`config.mk`:
```
export PLATFORM = sky130hd
export DESIGN_NAME = gobou_serial
export DESIGN_NICKNAME = d
export VERILOG_FILES = /design/src/source/gobou_pkg.sv /design/src/source/gobou_serial.sv
export VERILOG_INCLUDE_DIRS = /design/src /design/src/source
export SDC_FILE = /design/constraint.sdc
export NUM_CORES = 1
export LEC_CHECK = 0
export ABC_CLOCK_PERIOD_IN_PS = 3000
export BUFFER_PORTS_ARGS = -buffer_cell sky130_fd_sc_hd__buf_2
export CAP_MARGIN = 10
export CORE_MARGIN = 3
export CORE_UTILIZATION = 47
export DETAILED_ROUTE_END_ITERATION = 16
export PLACE_DENSITY = 0.8
export SYNTH_ARGS = -nofsm -noshare
export SYNTH_HDL_FRONTEND = slang
export SYNTH_SLANG_ARGS = --single-unit
```
`constraint.sdc`:
```
create_clock -name clk -period 3 [get_ports clk]
set_input_delay 0.75 -clock clk [delete_from_list [all_inputs] [get_ports clk]]
set_output_delay 0.75 -clock clk [all_outputs]
set_load 0.02 [all_outputs]
```
`src/source/gobou_cfg.svh`:
```
`ifndef GOBOU_CFG_SVH
`define GOBOU_CFG_SVH

// core array
`define GOBOU_CORE    4
`define GOBOU_CORELOG 2

// memory address widths
`define GOBOU_NETSIZE 10
`define GOBOU_IMGSIZE 10

// lengths and counters
`define GOBOU_LWIDTH  10

// sample, weight and bias width
`define GOBOU_DWIDTH  16

// fraction bits dropped after the bias add
`define GOBOU_QBITS   8

`endif

```
`src/source/gobou_pkg.sv`:
```
`include "gobou_cfg.svh"
`default_nettype none

package gobou_pkg;

  // datapath words
  typedef logic signed [`GOBOU_DWIDTH-1:0]     data_t;
  typedef logic signed [2*`GOBOU_DWIDTH+8-1:0] acc_t;

  // addresses, lengths, core index
  typedef logic [`GOBOU_IMGSIZE-1:0] img_addr_t;
  typedef logic [`GOBOU_NETSIZE-1:0] net_addr_t;
  typedef logic [`GOBOU_LWIDTH-1:0]  len_t;
  typedef logic [`GOBOU_CORELOG-1:0] core_sel_t;

  // strobes that follow the data through the cores
  typedef struct packed {
    logic start;
    logic valid;
    logic stop;
  } ctrl_reg;

  // one image memory access
  typedef struct packed {
    logic      we;
    logic      re;
    img_addr_t addr;
    data_t     wdata;
  } mem_req_t;

endpackage

`default_nettype wire

```
`src/source/gobou_serial.sv`:
```
`include "gobou_cfg.svh"
`default_nettype none

module gobou_serial (
  input  wire                                     clk,
  input  wire                                     xrst,
  input  wire                                     serial_we,
  input  wire gobou_pkg::data_t [`GOBOU_CORE-1:0] results,
  output gobou_pkg::data_t                        out_wdata
);
  import gobou_pkg::*;

  data_t [`GOBOU_CORE-1:0] shift_q;
  logic [`GOBOU_CORELOG:0] left_q;

  // words still to go out
  always_ff @(posedge clk) begin
    if (!xrst) begin
      left_q <= '0;
    end else if (serial_we) begin
      left_q <= (`GOBOU_CORELOG+1)'(`GOBOU_CORE);
    end else if (left_q != '0) begin
      left_q <= left_q - 1'b1;
    end
  end

  // core 0 leaves first
  always_ff @(posedge clk) begin
    if (serial_we) begin
      shift_q <= results;
    end else if (left_q != '0) begin
      shift_q <= {data_t'(0), shift_q[`GOBOU_CORE-1:1]};
    end
  end

  assign out_wdata = shift_q[0];

endmodule

`default_nettype wire

```
==> Word-level counts from Yosys, hierarchy flattened <==
Index checks and enable logic that the tools add are counted.
{ "classes": {"mux": 4, "addsub": 1, "reduce_logical": 3, "bitwise_logic": 1} }
{ "op_table": {"columns": ["operator", "n"], "rows": [
  ["64-bit 2-to-1 mux", 2],
  ["3-bit 2-to-1 mux", 2],
  ["3-bit nonzero test", 1],
  ["3-bit by 1-bit subtractor with 3-bit output, second input constant", 1],
  ["2-bit nonzero test", 1],
  ["2-bit OR reduction", 1],
  ["1-bit inverter", 1]
]} }
{ "word_totals": {"wordCells": 15, "regBits": 67, "out_inout_bits": 16, "input_bits": 67} }

==> Longest topological paths before layout <==
{ "depth": {"word_depth": 3, "ltp_mapped": 6, "ltp_nobuf": 6} }

==> Least setup slack after synthesis <==
No wires, ideal clock.
{ "synth_path": {"path_type": "input to register", "start": "in serial_we", "end": "reg shift_q, in the netlist out_wdata[0] (enable)", "t_arrival_ps": 2507, "n_path_buf": 1, "t_required_ps": 2567, "cell_stages": 2, "slack_ps": 61, "setup_ps": 433, "cell_sequence": "buf_2 nand2b_1"} }
{ "synth_via": {"elab_chain_len": 1} }
{ "synth_rtl": {"columns": ["element", "line", "rtl"], "rows": [
  ["start, declared", "gobou_serial.sv:7", "input wire serial_we,"],
  ["2-bit nonzero test (no line)", null, null],
  ["end signal, assigned", "gobou_serial.sv:30", "shift_q <= results;"],
  ["end signal, assigned", "gobou_serial.sv:32", "shift_q <= {data_t'(0), shift_q[`GOBOU_CORE-1:1]};"],
  ["end, declared", "gobou_serial.sv:13", "data_t [`GOBOU_CORE-1:0] shift_q;"]
]} }
Every way passes these cells.
A chain may end at the register's enable or synchronous reset.

==> Worst setup path in the final report <==
{ "layout_path": {"start": "reg left_q[0]", "end": "reg shift_q[62] (netlist bit) (enable)"} }
{ "layout_via": {"elab_chain_len": 2} }
{ "layout_rtl": {"columns": ["element", "line", "rtl"], "rows": [
  ["start, declared", "gobou_serial.sv:14", "logic [`GOBOU_CORELOG:0] left_q;"],
  ["start signal, assigned", "gobou_serial.sv:21", "left_q <= (`GOBOU_CORELOG+1)'(`GOBOU_CORE);"],
  ["start signal, assigned", "gobou_serial.sv:23", "left_q <= left_q - 1'b1;"],
  ["3-bit nonzero test", "gobou_serial.sv:31", "end else if (left_q != '0) begin"],
  ["2-bit nonzero test (no line)", null, null]
]} }
Every way passes these cells.

==> impl_metrics.tcl <==
set metrics [dict create \
    outcome "complete, no violations" \
    vias 1496 \
    die_area_mm2 0.00734 \
    crit_path_end_kind "flop" \
    clock-sinks 67 \
    p_leak_nw 1.50 \
    rsz0062_at_grt "false" \
    cpMaxStageDelayCell "buf_4" \
    slew_violations 0 \
    multi_input_area_um2 813 \
    post_cts_resize_count 0 \
    tightest_slew_ns 0.550 \
    tritoncts "built" \
    netlist.area_leader.share 0.645 \
    fin_setup_tns_ns 0 \
    max_stage_delay_ns 0.47 \
    ir_drop_uv 363 \
    postRouteAntennaNets 0 \
    coreArea_mm2 0.00603 \
    cts.htree.levels 3 \
    ys_async_sr_fraction 0 \
    hold_viol_final 0 \
    yosysTopAreaCell "edfxtp_1" \
    routabilityCongestion 0.646 \
    synth_ff_type "edfxtp_1" \
    ys_ff_latch 67 \
    fin_ws_ns 1.13 \
    seq_area_frac_synth 0.665 \
    grt_use_total 0.130 \
    ys_types 17 \
    fin_crit_sh 0.624 \
    pwr_density_cell_mw_per_mm2 622 \
    drive_above_1_share 0.587 \
    fin_area_mm2 0.00353 \
    root_buffer "clkbuf_8" \
    dpl_cell_area_mm2 0.00335 \
    start_util 0.495 \
    synth_warnings 0 \
    cp_common_cell "ha_1" \
    crit_chain "inv_1 > ha_1 > ha_1 > nand2b_2 > buf_4" \
    drtIter0Drc 89 \
    final-setup-viol-count 0 \
    die_h_um 85.7 \
    wl_um 4540 \
    die_x_um 85.7 \
    syn_inst 169 \
    timing.max_cap.violations 0 \
    first_pass_iters 4 \
    avgSynthCellArea_um2 17.6 \
    crit_family "buffers and inverters" \
    wl_per_cell_um 14.1 \
    hp-class "flop to flop" \
    hold_buffers 0 \
    ff_latch_area_mm2 0.00198 \
    post_cts_buffers 0 \
    clk_pin_slew_worst_paths_ns 0.07 \
    clk_latency_ns 0.33 \
    worst-path-buf-inv 2 \
    crit_path_start_kind "flop" \
    syn-num-nets 239 \
    fillers 460 \
    grt_pass1_wl_um 7240 \
    synth_area_mm2 0.00298 \
    antenna_cells 0 \
    crit_type "flop to flop" \
    portBuffers 82 \
    synth_area_leaders "edfxtp_1 (64%), mux2_2 (11%), mux2_4 (10%)" \
    synthMostInstantiatedCell "edfxtp_1" \
    via_per_inst 4.65 \
    critPathMaxFanout 46 \
    antenna_found_initial 0 \
    grt_overflow 0 \
    clk_path_buf_depth 2 \
    critPathRequiredTime_ns 2.96 \
    max_freq_mhz 535 \
    synth_common_cells "edfxtp_1 (64), mux2_2 (29), mux2_4 (20)" \
    synth_enable_flop_cells 64 \
    arrival_ns 1.83 \
    num_rows 28 \
    grt_pass1_vias 1524 \
    finClkSkew_ns 0.00856 \
    area_growth_pct 18.3 \
    drc 0 \
    slew-limit-headroom 0.633 \
    min_period_ns 1.87 \
    power_mw 2.19 \
    grt_start_max_net_pins 67 \
    cts_made_buffers 9 \
    place_ws_ns 1.14 \
    boundaryPins 83 \
    fin_nets 312 \
]
[metal layers]
| metal | part of all wire | global-route usage | wire (um) | up-vias |
|---|---|---|---|---|
| met2 | 0.47 | 0.203 | 2150 | 53 |
| met5 | 0 | 0 | 0 | - |
| li1 | - | - | - | 753 |
| met3 | 0.068 | 0.0355 | 311 | 10 |
| met4 | 0.028 | 0.0820 | 125 | 0 |
| met1 | 0.43 | 0.162 | 1950 | 680 |
[cells by family (layout without fill, tap and decap cells)]
family | Yosys count | in the layout | synth area share
DFF | 67 | 67 | 0.665
muxes | 49 | 49 | 0.210
buffers and inverters | 27 | 105 | 0.0634
and+or+nand+nor | 20 | 20 | 0.0411
adders and majority gates | 3 | 3 | 0.0126
AOI/OAI and AO/OA | 2 | 2 | 0.00504
xor gates and xnor gates | 1 | 1 | 0.00294
[worst reg2reg max path, cell delays in order, from the launching register on]
cell and delay [ns]:
dfxtp_1 0.34, inv_1 0.05, ha_1 0.22, ha_1 0.29, nand2b_2 0.12, buf_4 0.47
[layout make-up]
| cell class | instances | share of cell area |
|---|---|---|
| inverters | 4 | 0.00426 |
| repair buffers | 85 | 0.126 |
| clock buffers | 12 | 0.0383 |
| well taps | 75 | 0.0266 |
| clock inverters | 4 | 0.0117 |
| flip-flops and latches | 67 | 0.562 |
| multi-input cells | 75 | 0.231 |
[metrics by stage]
step | utilization | std cells | hold slack [ns]
after global routing | 0.585 | 322 | 0.520
final | 0.585 | 322 | 0.481
after CTS | 0.585 | 322 | 0.486
after floorplan | - | 169 | 0.440
after global placement | 0.556 | 306 | 0.451
after detailed placement | 0.556 | 306 | 0.477
[sequential cells by signal, summed over array words and instances, names as in the netlist]
signal,count
out_wdata,16
shift_q,48
left_q,3
[path summary, 6_finish.rpt]
| check | from | slack, ns | cells after the start | end |
|---|---|---|---|---|
| worst max-delay path | left_q[0]$_SDFFE_PP0P_ | 1.13 | 5 | shift_q[62]$_SDFFCE_PN0P_ |
| worst min-delay path | left_q[1]$_SDFFE_PP0P_ | 0.48 | 2 | left_q[1]$_SDFFE_PP0P_ |
| worst max register to register | left_q[0]$_SDFFE_PP0P_ | 1.13 | 5 | shift_q[62]$_SDFFCE_PN0P_ |
| worst min register to register | left_q[1]$_SDFFE_PP0P_ | 0.48 | 2 | left_q[1]$_SDFFE_PP0P_ |
[cell usage in the layout (no fill, tap or decap), types with 2 or more instances in the layout]
cell type  instances
buf_2             82
edfxtp_1          64
mux2_2            29
mux2_4            20
and2_1            16
clkbuf_8           9
inv_1              4
ha_1               3
clkbuf_1           3
clkinv_1           3
dfxtp_1            3
buf_4              2
[power by group]
group | internal, mW | switching [mW]
logic | 0.155 | 0.147
registers | 1.18 | 0.0321
clock network | 0.377 | 0.298
total | 1.72 | 0.477
Power figures use the tool's default switching activity.
