$ cat src/source/gobou_cfg.svh
`ifndef GOBOU_CFG_SVH
`define GOBOU_CFG_SVH

// core array
`define GOBOU_CORE    4
`define GOBOU_CORELOG 2

// memory address widths
`define GOBOU_NETSIZE 10
`define GOBOU_IMGSIZE 10

// lengths and counters
`define GOBOU_LWIDTH  10

// sample, weight and bias width
`define GOBOU_DWIDTH  16

// fraction bits dropped after the bias add
`define GOBOU_QBITS   8

`endif

$ cat src/source/gobou_pkg.sv
`include "gobou_cfg.svh"
`default_nettype none

package gobou_pkg;

  // datapath words
  typedef logic signed [`GOBOU_DWIDTH-1:0]     data_t;
  typedef logic signed [2*`GOBOU_DWIDTH+8-1:0] acc_t;

  // addresses, lengths, core index
  typedef logic [`GOBOU_IMGSIZE-1:0] img_addr_t;
  typedef logic [`GOBOU_NETSIZE-1:0] net_addr_t;
  typedef logic [`GOBOU_LWIDTH-1:0]  len_t;
  typedef logic [`GOBOU_CORELOG-1:0] core_sel_t;

  // strobes that follow the data through the cores
  typedef struct packed {
    logic start;
    logic valid;
    logic stop;
  } ctrl_reg;

  // one image memory access
  typedef struct packed {
    logic      we;
    logic      re;
    img_addr_t addr;
    data_t     wdata;
  } mem_req_t;

endpackage

`default_nettype wire

$ cat src/source/gobou_mac.sv
`include "gobou_cfg.svh"
`default_nettype none

module gobou_mac (
  input  wire                     clk,
  input  wire                     xrst,
  input  wire gobou_pkg::ctrl_reg in_ctrl,
  input  wire gobou_pkg::data_t   img_rdata,
  input  wire gobou_pkg::data_t   net_rdata,
  input  wire                     breg_we,
  output gobou_pkg::ctrl_reg      out_ctrl,
  output gobou_pkg::data_t        result
);
  import gobou_pkg::*;

  acc_t       prod;
  acc_t       acc_q;
  acc_t       shifted;
  data_t      bias_q;
  logic [1:0] stop_d;
  logic       held_q;

  assign prod = acc_t'(img_rdata) * acc_t'(net_rdata);

  always_ff @(posedge clk) begin
    if (breg_we) begin
      bias_q <= net_rdata;
    end
    if (in_ctrl.start) begin
      acc_q <= in_ctrl.valid ? prod : '0;
    end else if (in_ctrl.valid) begin
      acc_q <= acc_q + prod;
    end else if (stop_d[0]) begin
      // bias lands one cycle after it was captured
      acc_q <= acc_q + acc_t'(bias_q);
    end
  end

  // stop delayed past the bias add marks the result ready
  always_ff @(posedge clk) begin
    if (!xrst) begin
      stop_d <= '0;
      held_q <= 1'b0;
    end else begin
      stop_d <= {stop_d[0], in_ctrl.stop};
      if (stop_d[1]) begin
        held_q <= 1'b1;
      end else if (in_ctrl.start) begin
        held_q <= 1'b0;
      end
    end
  end

  assign out_ctrl = '{start: stop_d[1], valid: held_q, stop: stop_d[1]};

  assign shifted = acc_q >>> `GOBOU_QBITS;
  assign result  = shifted[`GOBOU_DWIDTH-1:0];

endmodule

`default_nettype wire

$ cat config.mk
export PLATFORM = sky130hd
export DESIGN_NAME = gobou_mac
export DESIGN_NICKNAME = d
export VERILOG_FILES = /design/src/source/gobou_pkg.sv /design/src/source/gobou_mac.sv
export VERILOG_INCLUDE_DIRS = /design/src /design/src/source
export SDC_FILE = /design/constraint.sdc
export NUM_CORES = 1
export LEC_CHECK = 0
export BUFFER_PORTS_ARGS = -buffer_cell sky130_fd_sc_hd__buf_2
export CELL_PAD_IN_SITES_DETAIL_PLACEMENT = 0
export CELL_PAD_IN_SITES_GLOBAL_PLACEMENT = 1
export CORE_MARGIN = 3
export CORE_UTILIZATION = 54
export CTS_BUF_LIST = sky130_fd_sc_hd__clkbuf_4 sky130_fd_sc_hd__clkbuf_8 sky130_fd_sc_hd__clkbuf_16
export CTS_CLUSTER_SIZE = 24
export DETAILED_ROUTE_END_ITERATION = 8
export GPL_TIMING_DRIVEN = 0
export PLACE_DENSITY_LB_ADDON = 0.12
export SLEW_MARGIN = 5
export SYNTH_ARGS = -nofsm -noshare
export SYNTH_HDL_FRONTEND = slang
export SYNTH_SLANG_ARGS = --single-unit
$ cat constraint.sdc
create_clock -name clk -period 12.15 [get_ports clk]
set_clock_uncertainty 0.15 [all_clocks]
set_input_delay 0.6075 -clock clk [delete_from_list [all_inputs] [get_ports clk]]
set_output_delay 0.6075 -clock clk [all_outputs]
set_load 0.02 [all_outputs]
Yosys cells after proc, flatten, opt, wreduce, memory -nomap -nowiden
Cells that the tools add are included.

word-level totals
  bits in latches = 0
  memories = 0
  bits in read-only memories = 0
  bits in writable memories = 0
  register bits after elaboration = 59
  output and inout port bits = 19
  input bits = 38
  logic and storage cells = 15

operators by class
  $lt $le $gt $ge = 0
  equal/unequal tests = 0
  divide/modulo/power cells = 0
  multiply operators = 1
  mux-type cells = 6
  shift-type cells = 0
  reduce and logical (&&, ||, !) cells = 2
  $add $sub $neg = 2
  bitwise gates (word level) = 0

operators with widths
  kind                                            number
  40-bit 2-to-1 mux                               4
  40-bit by 16-bit adder with 40-bit output       1
  40-bit by 32-bit adder with 40-bit output       1
  16-bit by 16-bit multiplier with 32-bit output  1
  3-bit nonzero test                              1
  1-bit 2-to-1 mux                                2
  2-bit nonzero test                              1

Longest topological paths before layout
  depth in word-level cells = 4
  gate-level depth with buffers = 34
  depth with buffers taken out = 33

Worst setup path before layout
Ideal clock, no wire load.

  path kind = in2reg
  start point = input img_rdata[5]
  end point = register acc_q[23] (data pin)
  buffers on the path = 1
  cell stages on the path = 31
  data required time = 11.820 ns
  slack = 4.022 ns
  arrival time = 7.798 ns
  library setup time = 0.180 ns
  path through = clkbuf_1 > and2_1 > fa_1 > inv_1 > fa_1 > fa_1 > fa_1 > inv_1 > fa_1 > inv_1 > fa_1 > inv_1 > ha_1 > a21o_1 > a21o_1 > a21oi_1 > o31a_1 > o21bai_1 > a21oi_1 > xor2_1 > o21ai_0 > ha_1 > a211oi_4 > o211ai_2 > or3_1 > a21o_1 > a21bo_1 > a21oi_2 > nor3b_2 > or4_1 > o311ai_1

on the way
  cells in the longest elaborated chain, start to end = 4
  elaborated cells between the ends (all ways) = 5
  classes of those cells = 1 x add/sub; 1 x mul; 3 x mux

RTL lines
  what                                                line             RTL
  start, declared                                     gobou_mac.sv:8   input wire gobou_pkg::data_t img_rdata,
  16-bit by 16-bit multiplier with 32-bit output (*)  gobou_mac.sv:23  assign prod = acc_t'(img_rdata) * acc_t'(net_rdata);
  40-bit by 32-bit adder with 40-bit output           gobou_mac.sv:32  acc_q <= acc_q + prod;
  40-bit 2-to-1 mux                                   gobou_mac.sv:31  end else if (in_ctrl.valid) begin
  40-bit 2-to-1 mux (*)                               gobou_mac.sv:29  if (in_ctrl.start) begin
  end signal, assigned                                gobou_mac.sv:30  acc_q <= in_ctrl.valid ? prod : '0;
  end signal, assigned                                gobou_mac.sv:32
  end signal, assigned                                gobou_mac.sv:35  acc_q <= acc_q + acc_t'(bias_q);
  end, declared                                       gobou_mac.sv:17  acc_t acc_q;

Every way passes the cells marked *; elsewhere a longest branch is shown, timed or not.
A chain may end at the register's enable or synchronous reset.

Final worst setup path
  start point = input net_rdata[8]
  end point = register acc_q[23] (data pin)

on the way
  cells in the longest elaborated chain, start to end = 4
  elaborated cells between the ends (all ways) = 5
  classes of those cells = 1 x add/sub; 1 x mul; 3 x mux

RTL lines
  what                                                line             RTL
  start, declared                                     gobou_mac.sv:9   input wire gobou_pkg::data_t net_rdata,
  16-bit by 16-bit multiplier with 32-bit output (*)  gobou_mac.sv:23
  40-bit by 32-bit adder with 40-bit output           gobou_mac.sv:32
  40-bit 2-to-1 mux                                   gobou_mac.sv:31
  40-bit 2-to-1 mux (*)                               gobou_mac.sv:29

Marks and branches as above.

==> summary by stage <==
STA
The final count of negative-setup-slack endpoints is 0. The minimum setup slack in the final design is ~3.0 ns. The number of pins with negative max-slew slack in the final report is 0.

The relative slew slack is 0.2275. Setup repair after global routing left no endpoint under its margin. The slew at the pin closest to its max-slew limit is around 1.2 ns. The final-layout setup total negative slack is 0 ns. The time the worst path needs with I/O delays and setup is 9.113 ns. The hold violation count in the final report is 0.

For this run, the top clock speed supported by timing is 0.1097 GHz. Of the available clock period, the critical path in the final layout requires 0.7500.

Clock tree
The CTS tree is yes. The number of setup buffers added after CTS is 0. The total number of H-tree levels is 2. The count of hold buffers inserted by post-cts repair is 0.

The clock tree buffer depth is 2. Clock-pin slew was measured on the worst setup and hold paths at ~0.06 ns. The count of cells resized by post-cts repair is 0. The clock root buffer is sky130_fd_sc_hd__clkbuf_16. The clock latency on the worst-skew pair is ~0.3 ns. Buffers inserted during clock tree synthesis total 5.

The number of clock sinks is between 40 and 50.

Worst setup path
The worst setup path is of the primary input to flip-flop kind. STA classifies the critical path endpoint as a flip-flop. The biggest fanout along the worst timing path is 10. The most repeated library cell on the critical path is sky130_fd_sc_hd__inv_1.

The critical path launch point is net_rdata[8]. The destination of the critical timing path is acc_q[23]. The endpoint of the worst-slack reg-to-reg timing path is acc_q[22].

The slack of the worst reg-to-reg path is roughly 8.6 ns. In this run the critical register-to-register path is launched from bias_q[0]. The largest individual stage delay along the critical path comes from the cell sky130_fd_sc_hd__clkbuf_1. The data arrival time of the worst path is about 9 ns. The element type at the critical path start is a primary input. For the worst setup path, the data required time is approximately 12 ns. The number of cells on the worst reg-to-reg path is 13.

The delay of the slowest critical-path stage is slightly below 0.6 ns.

Synthesis
The async set-or-reset flop fraction in the synthesized netlist is 0. The number of different library cells in the post-synthesis netlist is 62. The most common flop cell mapped by yosys is sky130_fd_sc_hd__edfxtp_1.

Measured against the total synthesized area, the mux share comes to 0.009064. The simple-gate portion of the synthesized area is 0.1542. The post-synth net total is 1,530. The number of instances in the synthesized netlist is 1,208.

The synthesized design contains 43 register bits. The count of warnings emitted by yosys is 0. The fraction of synthesized cell area taken by the top area cell type is 0.3496.

The sequential area share after synthesis is 0.1171. Yosys attributes the largest share of cell area to sky130_fd_sc_hd__fa_1 (35%), sky130_fd_sc_hd__edfxtp_1 (11%), sky130_fd_sc_hd__ha_1 (11%). Of the total synthesized cell area, the portion taken by XOR and XNOR cells is 0.04962.

The main combinational cell family by area after synthesis is adder cells. sky130_fd_sc_hd__fa_1 takes more of the synthesized area than any other cell. In this run the cell area of the synthesized design comes to about 11,000 um^2.

The synthesized design contains 40 enable-type register cells. The synthesized-area fraction occupied by adder cells is 0.4611. The synthesized-area fraction occupied by ao, oa, aoi and oai cells is 0.08425. The synthesized area per cell is around 9 um^2.

Placement
The number of input and output port buffers inserted is 53. The post-DP HPWL is roughly 23 mm. At the end of routability-driven placement, the weighted congestion stood at between 0.8 and 0.9. The cell count after placement is about 1,500. Prior to clock tree synthesis, the placed netlist has a worst setup slack of 2.789 ns.

Routing
The length of routed met2 wiring is 13.12 mm. The count of nets left with antenna violations once routing finished came out at 0. The number of detailed-route iterations in the first pass is 5. The final routed wire length divided by cell count is around 18 um. Wires add up to between 20 and 30 mm. For this block, wires on met1 add up to around 12 mm. Dividing the detail-routed via count by the number of cells gives ~5.2. The final routed DRC violation total is 0.

The via count of the routed design is between 7,000 and 8,000. In this run the top signal layer used is met4. Wire segments on met3 add up to 1.440 mm in the final route. The violation count after the first detailed-routing iteration is 415.

Min path
The classification of the worst-slack hold path is flip-flop to flip-flop.

GRT
The initial antenna violation count is 0. The first global-routing pass estimated 44.85 mm of wire. The number of global-route vias before repair is 8,517.

For this run, the total global-route usage over all layers was measured as 0.2645. The total grt overflow is 0. Entering global routing, the biggest net connects 25 pins.

Floorplan
The die covers between 20,000 and 25,000 um^2. The die boundary width is roughly 150 um. The initialized floorplan defines 51 standard-cell rows.

The initial standard-cell utilization of the core is 0.5514. The floorplan step set the die height to 147.2 um. In this run the standard cell core region covers around 20,000 um^2. The count of boundary I/O pins is 57.

Run
The max capacitance violation total is 0.

Layout
The multi-input combinational cell area is around 8200 um^2. The number of antenna diodes in the final layout is 0. The register area is 1261 um^2. After filler insertion, the fill cell instance count of the layout stands at ~1,800. The synthesis-to-layout area growth is 7.101%. The net count reported at finish is around 1,600. The finished layout holds around 1,500 standard cells, fillers aside. The share of layout cells above drive strength 1 is 0.07959.

Status
The flow ran to the end, and the final reports show no timing, DRC or antenna violations.
==> per-layer routing <==
| layer | track usage | up-vias |
|---|---|---|
| met5 | 0 | - |
| met3 | 0.03085 | 33 |
| met4 | 0.05266 | 0 |
| met1 | 0.3631 | 3890 |
| met2 | 0.4583 | 221 |
| li1 | - | 3788 |
==> how the worst min path moves through the flow <==
| stage | start | end | slack, ns | depth (start not counted) |
|---|---|---|---|---|
| after CTS | stop_d[0] | stop_d[1] | 0.34 | 1 |
| after global placement | stop_d[0] | stop_d[1] | 0.31 | 1 |
| after floorplan | stop_d[0] | stop_d[1] | 0.27 | 1 |
| after detailed placement | stop_d[0] | stop_d[1] | 0.32 | 1 |
| after global routing | stop_d[0] | stop_d[1] | 0.36 | 1 |
| final | stop_d[0] | stop_d[1] | 0.34 | 1 |
==> metrics by stage <==
stage,util,hold WS (ns),cell area [um^2]
after floorplan,-,0.2709,10770
after global placement,0.5820,0.3148,11360
after detailed placement,0.5820,0.3195,11360
after CTS,0.5905,0.3395,11530
after global routing,0.5905,0.3578,11530
final,0.5905,0.3413,11530
==> cell type report <==
| type | count | area share |
|---|---|---|
| plain buffers | 61 | 0.02615 |
| flip-flops and latches | 43 | 0.1094 |
| clock inverters | 3 | 0.003689 |
| repair buffers | 53 | 0.02300 |
| clock buffers | 5 | 0.01085 |
| well taps | 265 | 0.02875 |
| multi-input cells | 827 | 0.7080 |
| inverters | 277 | 0.09017 |
==> sequential cells by signal, summed over array words and instances, names as in the netlist <==
signal	flops
bias_q	16
held_q	1
acc_q	24
stop_d	2
==> critical path: cells and delay by family <==
kind | cells | cell delay [ns]
AO/OA/AOI/OAI | 13 | 2.38
XOR/XNOR | 1 | 0.22
adder cells (fa/ha/maj) | 8 | 3.49
buffers and inverters | 8 | 1.32
AND/OR/NAND/NOR | 4 | 1.04
==> cells in the final DEF, fill, tap and decap left out, types with 2 or more instances in the layout <==
cell type,count
sky130_fd_sc_hd__inv_1,277
sky130_fd_sc_hd__fa_1,188
sky130_fd_sc_hd__nand2_1,149
sky130_fd_sc_hd__and2_1,104
sky130_fd_sc_hd__ha_1,96
sky130_fd_sc_hd__buf_2,54
sky130_fd_sc_hd__xnor2_1,46
sky130_fd_sc_hd__clkbuf_1,40
sky130_fd_sc_hd__edfxtp_1,40
sky130_fd_sc_hd__o21ai_0,38
sky130_fd_sc_hd__a21oi_1,37
sky130_fd_sc_hd__nor2_1,34
sky130_fd_sc_hd__buf_4,19
sky130_fd_sc_hd__a21o_1,15
sky130_fd_sc_hd__xor2_1,15
sky130_fd_sc_hd__nand2b_1,12
sky130_fd_sc_hd__nand3_1,12
sky130_fd_sc_hd__mux2_2,6
sky130_fd_sc_hd__a211oi_1,6
sky130_fd_sc_hd__o21bai_1,6
sky130_fd_sc_hd__or3_1,5
sky130_fd_sc_hd__nor2b_1,5
sky130_fd_sc_hd__clkbuf_16,5
sky130_fd_sc_hd__o21a_1,3
sky130_fd_sc_hd__a31oi_1,3
sky130_fd_sc_hd__o22ai_1,3
sky130_fd_sc_hd__nor3_1,3
sky130_fd_sc_hd__mux2i_1,3
sky130_fd_sc_hd__dfxtp_1,3
sky130_fd_sc_hd__a21oi_2,2
sky130_fd_sc_hd__o31a_1,2
sky130_fd_sc_hd__nand4_1,2
sky130_fd_sc_hd__o211ai_1,2
sky130_fd_sc_hd__o31ai_1,2
==> cells in the mapped netlist, types with 19 or more instances <==
| library cell | instances |
|---|---|
| sky130_fd_sc_hd__a21oi_1 | 37 |
| sky130_fd_sc_hd__and2_1 | 104 |
| sky130_fd_sc_hd__buf_4 | 19 |
| sky130_fd_sc_hd__clkbuf_1 | 40 |
| sky130_fd_sc_hd__edfxtp_1 | 40 |
| sky130_fd_sc_hd__fa_1 | 188 |
| sky130_fd_sc_hd__ha_1 | 96 |
| sky130_fd_sc_hd__inv_1 | 277 |
| sky130_fd_sc_hd__nand2_1 | 149 |
| sky130_fd_sc_hd__nor2_1 | 34 |
| sky130_fd_sc_hd__o21ai_0 | 38 |
| sky130_fd_sc_hd__xnor2_1 | 46 |
==> kinds of logic (layout without fill, tap and decap cells) <==
family / after synthesis / in the layout
and+or+nand+nor: 337 / 337
xor gates and xnor gates: 61 / 61
AOI/OAI and AO/OA: 136 / 136
DFF: 43 / 43
muxes: 9 / 9
adders and majority gates: 284 / 284
buffers and inverters: 338 / 399
Power is not shown: default switching activity piles up to over one toggle a cycle in this logic, so the estimate is an artifact.
