## src/source/gobou_cfg.svh

```systemverilog
`ifndef GOBOU_CFG_SVH
`define GOBOU_CFG_SVH

// core array
`define GOBOU_CORE    4
`define GOBOU_CORELOG 2

// memory address widths
`define GOBOU_NETSIZE 10
`define GOBOU_IMGSIZE 10

// lengths and counters
`define GOBOU_LWIDTH  10

// sample, weight and bias width
`define GOBOU_DWIDTH  16

// fraction bits dropped after the bias add
`define GOBOU_QBITS   8

`endif

```

## src/source/gobou_pkg.sv

```systemverilog
`include "gobou_cfg.svh"
`default_nettype none

package gobou_pkg;

  // datapath words
  typedef logic signed [`GOBOU_DWIDTH-1:0]     data_t;
  typedef logic signed [2*`GOBOU_DWIDTH+8-1:0] acc_t;

  // addresses, lengths, core index
  typedef logic [`GOBOU_IMGSIZE-1:0] img_addr_t;
  typedef logic [`GOBOU_NETSIZE-1:0] net_addr_t;
  typedef logic [`GOBOU_LWIDTH-1:0]  len_t;
  typedef logic [`GOBOU_CORELOG-1:0] core_sel_t;

  // strobes that follow the data through the cores
  typedef struct packed {
    logic start;
    logic valid;
    logic stop;
  } ctrl_reg;

  // one image memory access
  typedef struct packed {
    logic      we;
    logic      re;
    img_addr_t addr;
    data_t     wdata;
  } mem_req_t;

endpackage

`default_nettype wire

```

## src/source/gobou_ctrl_core.sv

```systemverilog
`include "gobou_cfg.svh"
`default_nettype none

module gobou_ctrl_core (
  input  wire                       clk,
  input  wire                       xrst,
  input  wire gobou_pkg::ctrl_reg   in_ctrl,
  input  wire                       req,
  input  wire gobou_pkg::core_sel_t net_sel,
  input  wire                       net_we,
  input  wire gobou_pkg::net_addr_t net_addr,
  input  wire gobou_pkg::img_addr_t in_offset,
  input  wire gobou_pkg::img_addr_t out_offset,
  input  wire gobou_pkg::net_addr_t net_offset,
  input  wire gobou_pkg::len_t      total_out,
  input  wire gobou_pkg::len_t      total_in,
  input  wire gobou_pkg::data_t     out_wdata,
  output gobou_pkg::ctrl_reg        out_ctrl,
  output logic                      ack,
  output gobou_pkg::mem_req_t       core_mem,
  output logic [`GOBOU_CORE-1:0]    mem_net_we,
  output gobou_pkg::net_addr_t      mem_net_addr,
  output logic                      breg_we,
  output logic                      serial_we
);
  import gobou_pkg::*;

  typedef enum logic [1:0] {
    s_wait, s_weight, s_bias, s_output
  } state_t;

  state_t    state_q;
  len_t      total_in_q;
  len_t      total_out_q;
  len_t      count_in_q;
  len_t      count_out_q;
  img_addr_t in_offset_q;
  img_addr_t out_offset_q;
  img_addr_t out_ptr_q;
  net_addr_t net_offset_q;
  net_addr_t net_ptr_q;
  logic      img_we_q;
  logic [`GOBOU_CORELOG:0] serial_cnt_q;

  logic start_layer;
  logic weight_end;
  logic output_end;
  logic last_group;

  assign start_layer = req && state_q == s_wait;
  assign weight_end  = state_q == s_weight && count_in_q == total_in_q - 1'b1;
  assign output_end  = state_q == s_output && serial_cnt_q == `GOBOU_CORE;
  assign last_group  = count_out_q + len_t'(`GOBOU_CORE) >= total_out_q;

  // ========================================
  // sequencing
  // ========================================

  always_ff @(posedge clk) begin
    if (!xrst) begin
      state_q <= s_wait;
    end else begin
      case (state_q)
        s_wait:   if (req) state_q <= s_weight;
        s_weight: if (weight_end) state_q <= s_bias;
        s_bias:   state_q <= s_output;
        s_output: if (output_end) state_q <= last_group ? s_wait : s_weight;
        default:  state_q <= s_wait;
      endcase
    end
  end

  // layer setup, held for the whole layer
  always_ff @(posedge clk) begin
    if (start_layer) begin
      total_in_q   <= total_in;
      total_out_q  <= total_out;
      in_offset_q  <= in_offset;
      out_offset_q <= out_offset;
      net_offset_q <= net_offset;
    end
  end

  always_ff @(posedge clk) begin
    if (!xrst) begin
      count_in_q  <= '0;
      count_out_q <= '0;
    end else begin
      if (weight_end) begin
        count_in_q <= '0;
      end else if (state_q == s_weight) begin
        count_in_q <= count_in_q + 1'b1;
      end
      if (start_layer) begin
        count_out_q <= '0;
      end else if (output_end) begin
        count_out_q <= count_out_q + len_t'(`GOBOU_CORE);
      end
    end
  end

  // ========================================
  // image and network addressing
  // ========================================

  // weights and bias of every group sit back to back
  always_ff @(posedge clk) begin
    if (!xrst) begin
      net_ptr_q <= '0;
      out_ptr_q <= '0;
    end else begin
      if (start_layer) begin
        net_ptr_q <= '0;
      end else if (state_q == s_weight || state_q == s_bias) begin
        net_ptr_q <= net_ptr_q + 1'b1;
      end
      if (start_layer) begin
        out_ptr_q <= '0;
      end else if (img_we_q) begin
        out_ptr_q <= out_ptr_q + 1'b1;
      end
    end
  end

  always_comb begin
    core_mem.we    = img_we_q;
    core_mem.re    = state_q == s_weight;
    core_mem.wdata = out_wdata;
    if (state_q == s_output) begin
      core_mem.addr = out_offset_q + out_ptr_q;
    end else begin
      core_mem.addr = in_offset_q + img_addr_t'(count_in_q);
    end
  end

  // host loading goes straight through
  always_comb begin
    for (int i = 0; i < `GOBOU_CORE; i++) begin
      mem_net_we[i] = net_we && net_sel == core_sel_t'(i);
    end
    mem_net_addr = net_we ? net_addr : net_offset_q + net_ptr_q;
  end

  // ========================================
  // strobes and write-back
  // ========================================

  // registered so valid lines up with the read data
  always_ff @(posedge clk) begin
    if (!xrst) begin
      out_ctrl  <= '0;
      breg_we   <= 1'b0;
      serial_we <= 1'b0;
    end else begin
      out_ctrl.start <= state_q == s_weight && count_in_q == '0;
      out_ctrl.valid <= state_q == s_weight;
      out_ctrl.stop  <= state_q == s_bias;
      breg_we        <= state_q == s_bias;
      serial_we      <= in_ctrl.start;
    end
  end

  always_ff @(posedge clk) begin
    if (!xrst) begin
      serial_cnt_q <= '0;
    end else if (serial_we) begin
      serial_cnt_q <= 1;
    end else if (serial_cnt_q == `GOBOU_CORE) begin
      serial_cnt_q <= '0;
    end else if (serial_cnt_q != '0) begin
      serial_cnt_q <= serial_cnt_q + 1'b1;
    end
  end

  // one write per serialized word
  always_ff @(posedge clk) begin
    if (!xrst) begin
      img_we_q <= 1'b0;
    end else begin
      img_we_q <= state_q == s_output
               && (serial_we || (serial_cnt_q != '0 && serial_cnt_q < `GOBOU_CORE));
    end
  end

  always_ff @(posedge clk) begin
    if (!xrst) begin
      ack <= 1'b1;
    end else if (start_layer) begin
      ack <= 1'b0;
    end else if (output_end && last_group) begin
      ack <= 1'b1;
    end
  end

  assert property (@(posedge clk) disable iff (!xrst) !(ack && state_q != s_wait));
  assert property (@(posedge clk) disable iff (!xrst) core_mem.we |-> state_q == s_output);

endmodule

`default_nettype wire

```

## config.mk

```make
export PLATFORM = sky130hd
export DESIGN_NAME = gobou_ctrl_core
export DESIGN_NICKNAME = d
export VERILOG_FILES = /design/src/source/gobou_pkg.sv /design/src/source/gobou_ctrl_core.sv
export VERILOG_INCLUDE_DIRS = /design/src /design/src/source
export SDC_FILE = /design/constraint.sdc
export NUM_CORES = 1
export LEC_CHECK = 0
export BUFFER_PORTS_ARGS = -buffer_cell sky130_fd_sc_hd__clkbuf_2
export CORE_ASPECT_RATIO = 1.25
export CORE_MARGIN = 5
export CORE_UTILIZATION = 52
export DETAILED_ROUTE_END_ITERATION = 8
export GPL_TIMING_DRIVEN = 0
export HOLD_SLACK_MARGIN = 0.1
export PLACE_DENSITY_LB_ADDON = 0.1
export REMOVE_ABC_BUFFERS = 1
export SYNTH_ARGS = -nofsm -noshare
export SYNTH_HDL_FRONTEND = slang
export SYNTH_SLANG_ARGS = --single-unit
```

## constraint.sdc

```tcl
create_clock -name clk -period 5.43 [get_ports clk]
set_clock_uncertainty 0.15 [all_clocks]
set_input_delay 1.086 -clock clk [delete_from_list [all_inputs] [get_ports clk]]
set_output_delay 1.086 -clock clk [all_outputs]
set_load 0.02 [all_outputs]
```

# Word level (Yosys, flattened, before mapping)
# Cells that the tools add are included.
dict set report classes {
  n_reduce_logical 23
  magnitude_cmp 2
  n_eq_ne 11
  bitwise_logic 1
  add_sub_neg 9
  n_mux 12
}
# operator n
set op_table {}
lappend op_table {{$add A10 B1 Y10 const B} 3}
lappend op_table {{$add A10 B10 Y10} 3}
lappend op_table {{$mux W10} 2}
lappend op_table {{$logic_and A1 B1 Y1} 11}
lappend op_table {{$add A10 B3 Y10 const B} 1}
lappend op_table {{$eq A10 B10 Y1} 1}
lappend op_table {{$ge A10 B10 Y1} 1}
lappend op_table {{$logic_not A10 Y1} 1}
lappend op_table {{$sub A10 B1 Y10 const B} 1}
lappend op_table {{$eq A2 B2 Y1 const B} 4}
lappend op_table {{$pmux W2 S4} 1}
lappend op_table {{$mux W1} 6}
lappend op_table {{$mux W2} 3}
lappend op_table {{$reduce_bool A3 Y1} 2}
lappend op_table {{$eq A2 B1 Y1 const B} 2}
lappend op_table {{$logic_not A2 Y1} 2}
lappend op_table {{$ne A2 B2 Y1 const B} 2}
lappend op_table {{$reduce_or A2 Y1} 2}
lappend op_table {{$add A3 B1 Y3 const B} 1}
lappend op_table {{$eq A3 B3 Y1 const B} 1}
lappend op_table {{$lt A3 B3 Y1 const B} 1}
lappend op_table {{$reduce_and A3 Y1} 1}
lappend op_table {{$reduce_or A3 Y1} 1}
lappend op_table {{$logic_or A1 B1 Y1} 2}
lappend op_table {{3 further kinds} 3}
dict set report word_totals {
  register_bits 101
  wordCells 76
  out_inout_bits 48
  in_bits 85
}

# Longest topological paths before layout
dict set report logic_depth {
  ltp_word 5
  mapped_depth 11
  ltp_nobuf 11
}

# Least setup slack after synthesis
# OpenSTA, ideal clock, no wires.
dict set report synth_path {
  kind {register -> output}
  start {register net_ptr_q[0]}
  end {output mem_net_addr[8]}
  required_time_ns 4.194
  stages_incl_launch_ff 11
  path_slack_ns 1.886
  arrival_ns 2.308
  cell_sequence {dfxtp_1 -> ha_1 -> inv_1 -> fa_1 -> nor2b_1 -> o21ai_0 -> a21oi_1 -> o21ai_0 -> a211oi_1 -> nor3_1 -> o31ai_1}
}
dict set report synth_via {
  elab_chain_len 2
}
# item line_no
set synth_lines {}
lappend synth_lines {{start, declared} gobou_ctrl_core.sv:41} ;# net_addr_t net_ptr_q;
lappend synth_lines {{start signal, assigned} gobou_ctrl_core.sv:115} ;# net_ptr_q <= net_ptr_q + 1'b1;
lappend synth_lines {{$add A10 B10 Y10} gobou_ctrl_core.sv:141} ;# mem_net_addr = net_we ? net_addr : net_offset_q + net_ptr_q;
lappend synth_lines {{$mux W10} gobou_ctrl_core.sv:141}
lappend synth_lines {{end, declared} gobou_ctrl_core.sv:22} ;# output gobou_pkg::net_addr_t mem_net_addr,
# No other way between the ends.

# Worst setup path after layout
# Same ends and word-level chain as after synthesis.

==> results.json <==
{
  "place.gp.congestion": 0.762,
  "drt_wl_total_um": 11200,
  "slowest_stage": "dfxtp_1",
  "synthTopCellsByCount": "nor2_1 (59), edfxtp_1 (50), dfxtp_1 (49), ha_1 (48), nand2_1 (41)",
  "die_h_um": 127,
  "rows": 42,
  "path_cells": "ha_1, inv_1, fa_1, nor2b_1, o21ai_0, a21oi_1, o21ai_0, a211oi_1, nor3_1, o31ai_1, clkbuf_2",
  "drive_gt1_frac": 0.195,
  "cts_max_level": 3,
  "fin_area_sq_mm": 0.00647,
  "cts_tree": "yes",
  "syn_area_per_cell_sq_um": 9.92,
  "synthDistinctLibCells": 56,
  "io_buffer_count": 98,
  "synthSimpleGateAreaFrac": 0.161,
  "fmax_mhz": 248,
  "dp_cells": 772,
  "ios": 133,
  "crit_type": "reg -> out",
  "maxCapViolCount": 0,
  "gr-total-overflow": 0,
  "grt_pass1_vias": 4083,
  "tns_ns": 0,
  "synth_top_family_by_area": "simple AND/OR/NAND/NOR gates",
  "grt_max_degree": 35,
  "path_delay_family": "compound AO/OA/AOI/OAI gates",
  "cp-end-kind": "output port",
  "dp_hpwl_um": 8710,
  "synth_area_leaders": "edfxtp_1 (27%), dfxtp_1 (17%), ha_1 (11%)",
  "start_kind": "register",
  "remaining_drc_errors": 0,
  "static-leakage-power_nw": 2.80,
  "grt_usage": 0.179,
  "cts_resized": 0,
  "critPathMaxStageDelay_ns": 0.40,
  "cts_hold_buf": 0,
  "clock-sinks": 99,
  "instances_no_fill": 788,
  "tightest_slew_ns": 1.04,
  "clkTransAtPathRegs_ns": 0.07,
  "irDropWorstVdd_v": 0.000250,
  "crit_required_ns": 4.19,
  "synth_seq_cells": 99,
  "clk_path_buf_depth": 2,
  "cp_common_cell": "o21ai_0",
  "vias_per_cell": 5.28,
  "grt_antenna_before_repair": 0,
  "cts_buffers": 9,
  "post-place-ws_ns": 1.76,
  "synth_edf_count": 50,
  "finalCritPeriodShare": 0.741,
  "clockRootBuffer": "clkbuf_16",
  "synth.top_cell.area_share": 0.265,
  "fin_hold_ws_ns": 0.346,
  "area_growth_pct": 14.3,
  "power_mw": 2.36,
  "synth_top_area_cell": "edfxtp_1",
  "hold_violations": 0,
  "postCtsSetupBuffers": 0,
  "synth_xor_area_frac": 0.104,
  "drt_first_pass_iters": 4,
  "syn_area_sq_mm": 0.00566,
  "maxSlewViolCount": 0,
  "path_buf_inv": 2,
  "synth_mux_area_frac": 0.0208,
  "insertion_delay_ns": 0.34,
  "dieArea_sq_mm": 0.0131,
  "nNetsFinal": 787,
  "post_drt_wl_per_cell_um": 14.2,
  "synth_compound_area_frac": 0.102,
  "coreArea_sq_mm": 0.0106,
  "drt-initial-drc-count": 117,
  "start_util": 0.533,
  "num_vias": 4161,
  "fin_ws_ns": 1.40,
  "synthAdderAreaFrac": 0.117,
  "synth_flop_cell": "edfxtp_1",
  "cellPowerDensity_mw_per_mm2": 365,
  "final_core_util": 0.609,
  "post-route-min-period_ns": 4.03,
  "diodes": 0,
  "outcome": "finished clean",
  "placed_cell_area_sq_mm": 0.00615,
  "grt_pass1_wl_um": 18600,
  "async_flop_share": 0,
  "synth_warnings": 0,
  "syn_inst": 570,
  "ant_nets": 0,
  "hold_class": "reg -> reg",
  "yosysMostFrequentCell": "nor2_1",
  "setup_viol": 0,
  "die_w_um": 103,
  "max_slew_margin": 0.306,
  "rsz0062_at_grt": "no",
  "yosysSeqAreaShare": 0.439,
  "arrival_ns": 2.79,
  "cp_max_fo": 4
}
[layout by cell type, fill, tap and decap left out, types with 3 or more instances in the layout]
cell type,synthesis,layout
xnor2_1,33,33
nand4_1,11,11
o21ai_0,26,26
nor2b_1,8,8
nand2_1,41,41
nor3_1,7,7
mux2i_1,8,8
nand3_1,8,8
clkbuf_2,0,98
a211oi_1,3,3
and3_1,8,8
o31ai_1,4,4
a21o_1,6,6
inv_1,39,38
a31oi_1,4,4
o21a_1,3,3
and3b_1,3,3
dfxtp_1,49,49
fa_1,3,3
a21oi_1,27,27
xor2_1,34,34
ha_1,48,48
nand2b_1,8,8
and2_1,6,6
nor2_1,59,59
edfxtp_1,50,50
or2_2,3,3
clkbuf_16,0,10
or3_1,7,7
nor4_1,5,5
[worst min-delay path, cell delays in order (launching register included)]
cell     delay, ns
dfxtp_1       0.33
o21ai_0       0.08
nand2_1       0.06
[final cells by class]
cell class	instances	area (sq um)
fill	931	4150
timing repair buffer	99	510
sequential	99	2480
clock buffer	11	254
multi-input combinational	403	2850
inverter	39	146
tap	132	165
clock inverter	5	58.8
[sequential cells by signal, summed over array words and instances, names as in the netlist, 2 cells and up]
signal	count
serial_cnt_q	3
out_ptr_q	10
net_ptr_q	10
out_offset_q	10
state_q	2
total_out_q	10
in_offset_q	10
count_out_q	8
total_in_q	10
net_offset_q	10
out_ctrl	2
count_in_q	10
[logic make-up (layout without fill, tap and decap cells)]
family | count (synthesis) | count (layout)
adders and majority gates | 51 | 51
buffers and inverters | 68 | 154
AOI/OAI and AO/OA | 91 | 91
muxes | 11 | 11
DFF | 99 | 99
and+or+nand+nor | 183 | 183
xor gates and xnor gates | 67 | 67
[path summary, 6_finish.rpt]
| kind | startpoint | depth (start not counted) | to | slack (ns) |
|---|---|---|---|---|
| worst min-delay path | ack | 2 | ack | 0.35 |
| worst max-delay path | net_ptr_q[0] | 11 | mem_net_addr[8] | 1.40 |
| worst max register to register | total_in_q[2] | 7 | state_q[0] | 2.46 |
| worst min register to register | ack | 2 | ack | 0.35 |
[power breakdown]
group,switching (mW),leakage [nW],internal [mW]
registers,0.0758,0.873,0.933
clock network,0.268,0.149,0.386
logic,0.423,1.78,0.275
total,0.766,2.80,1.59
[routing by layer]
metal	part of all wire	routed length [um]	GRT usage
met5	0	0	0
met3	0.067	746	0.0511
met1	0.43	4820	0.222
met2	0.49	5500	0.297
met4	0.013	148	0.0572
Power figures use the tool's default switching activity.
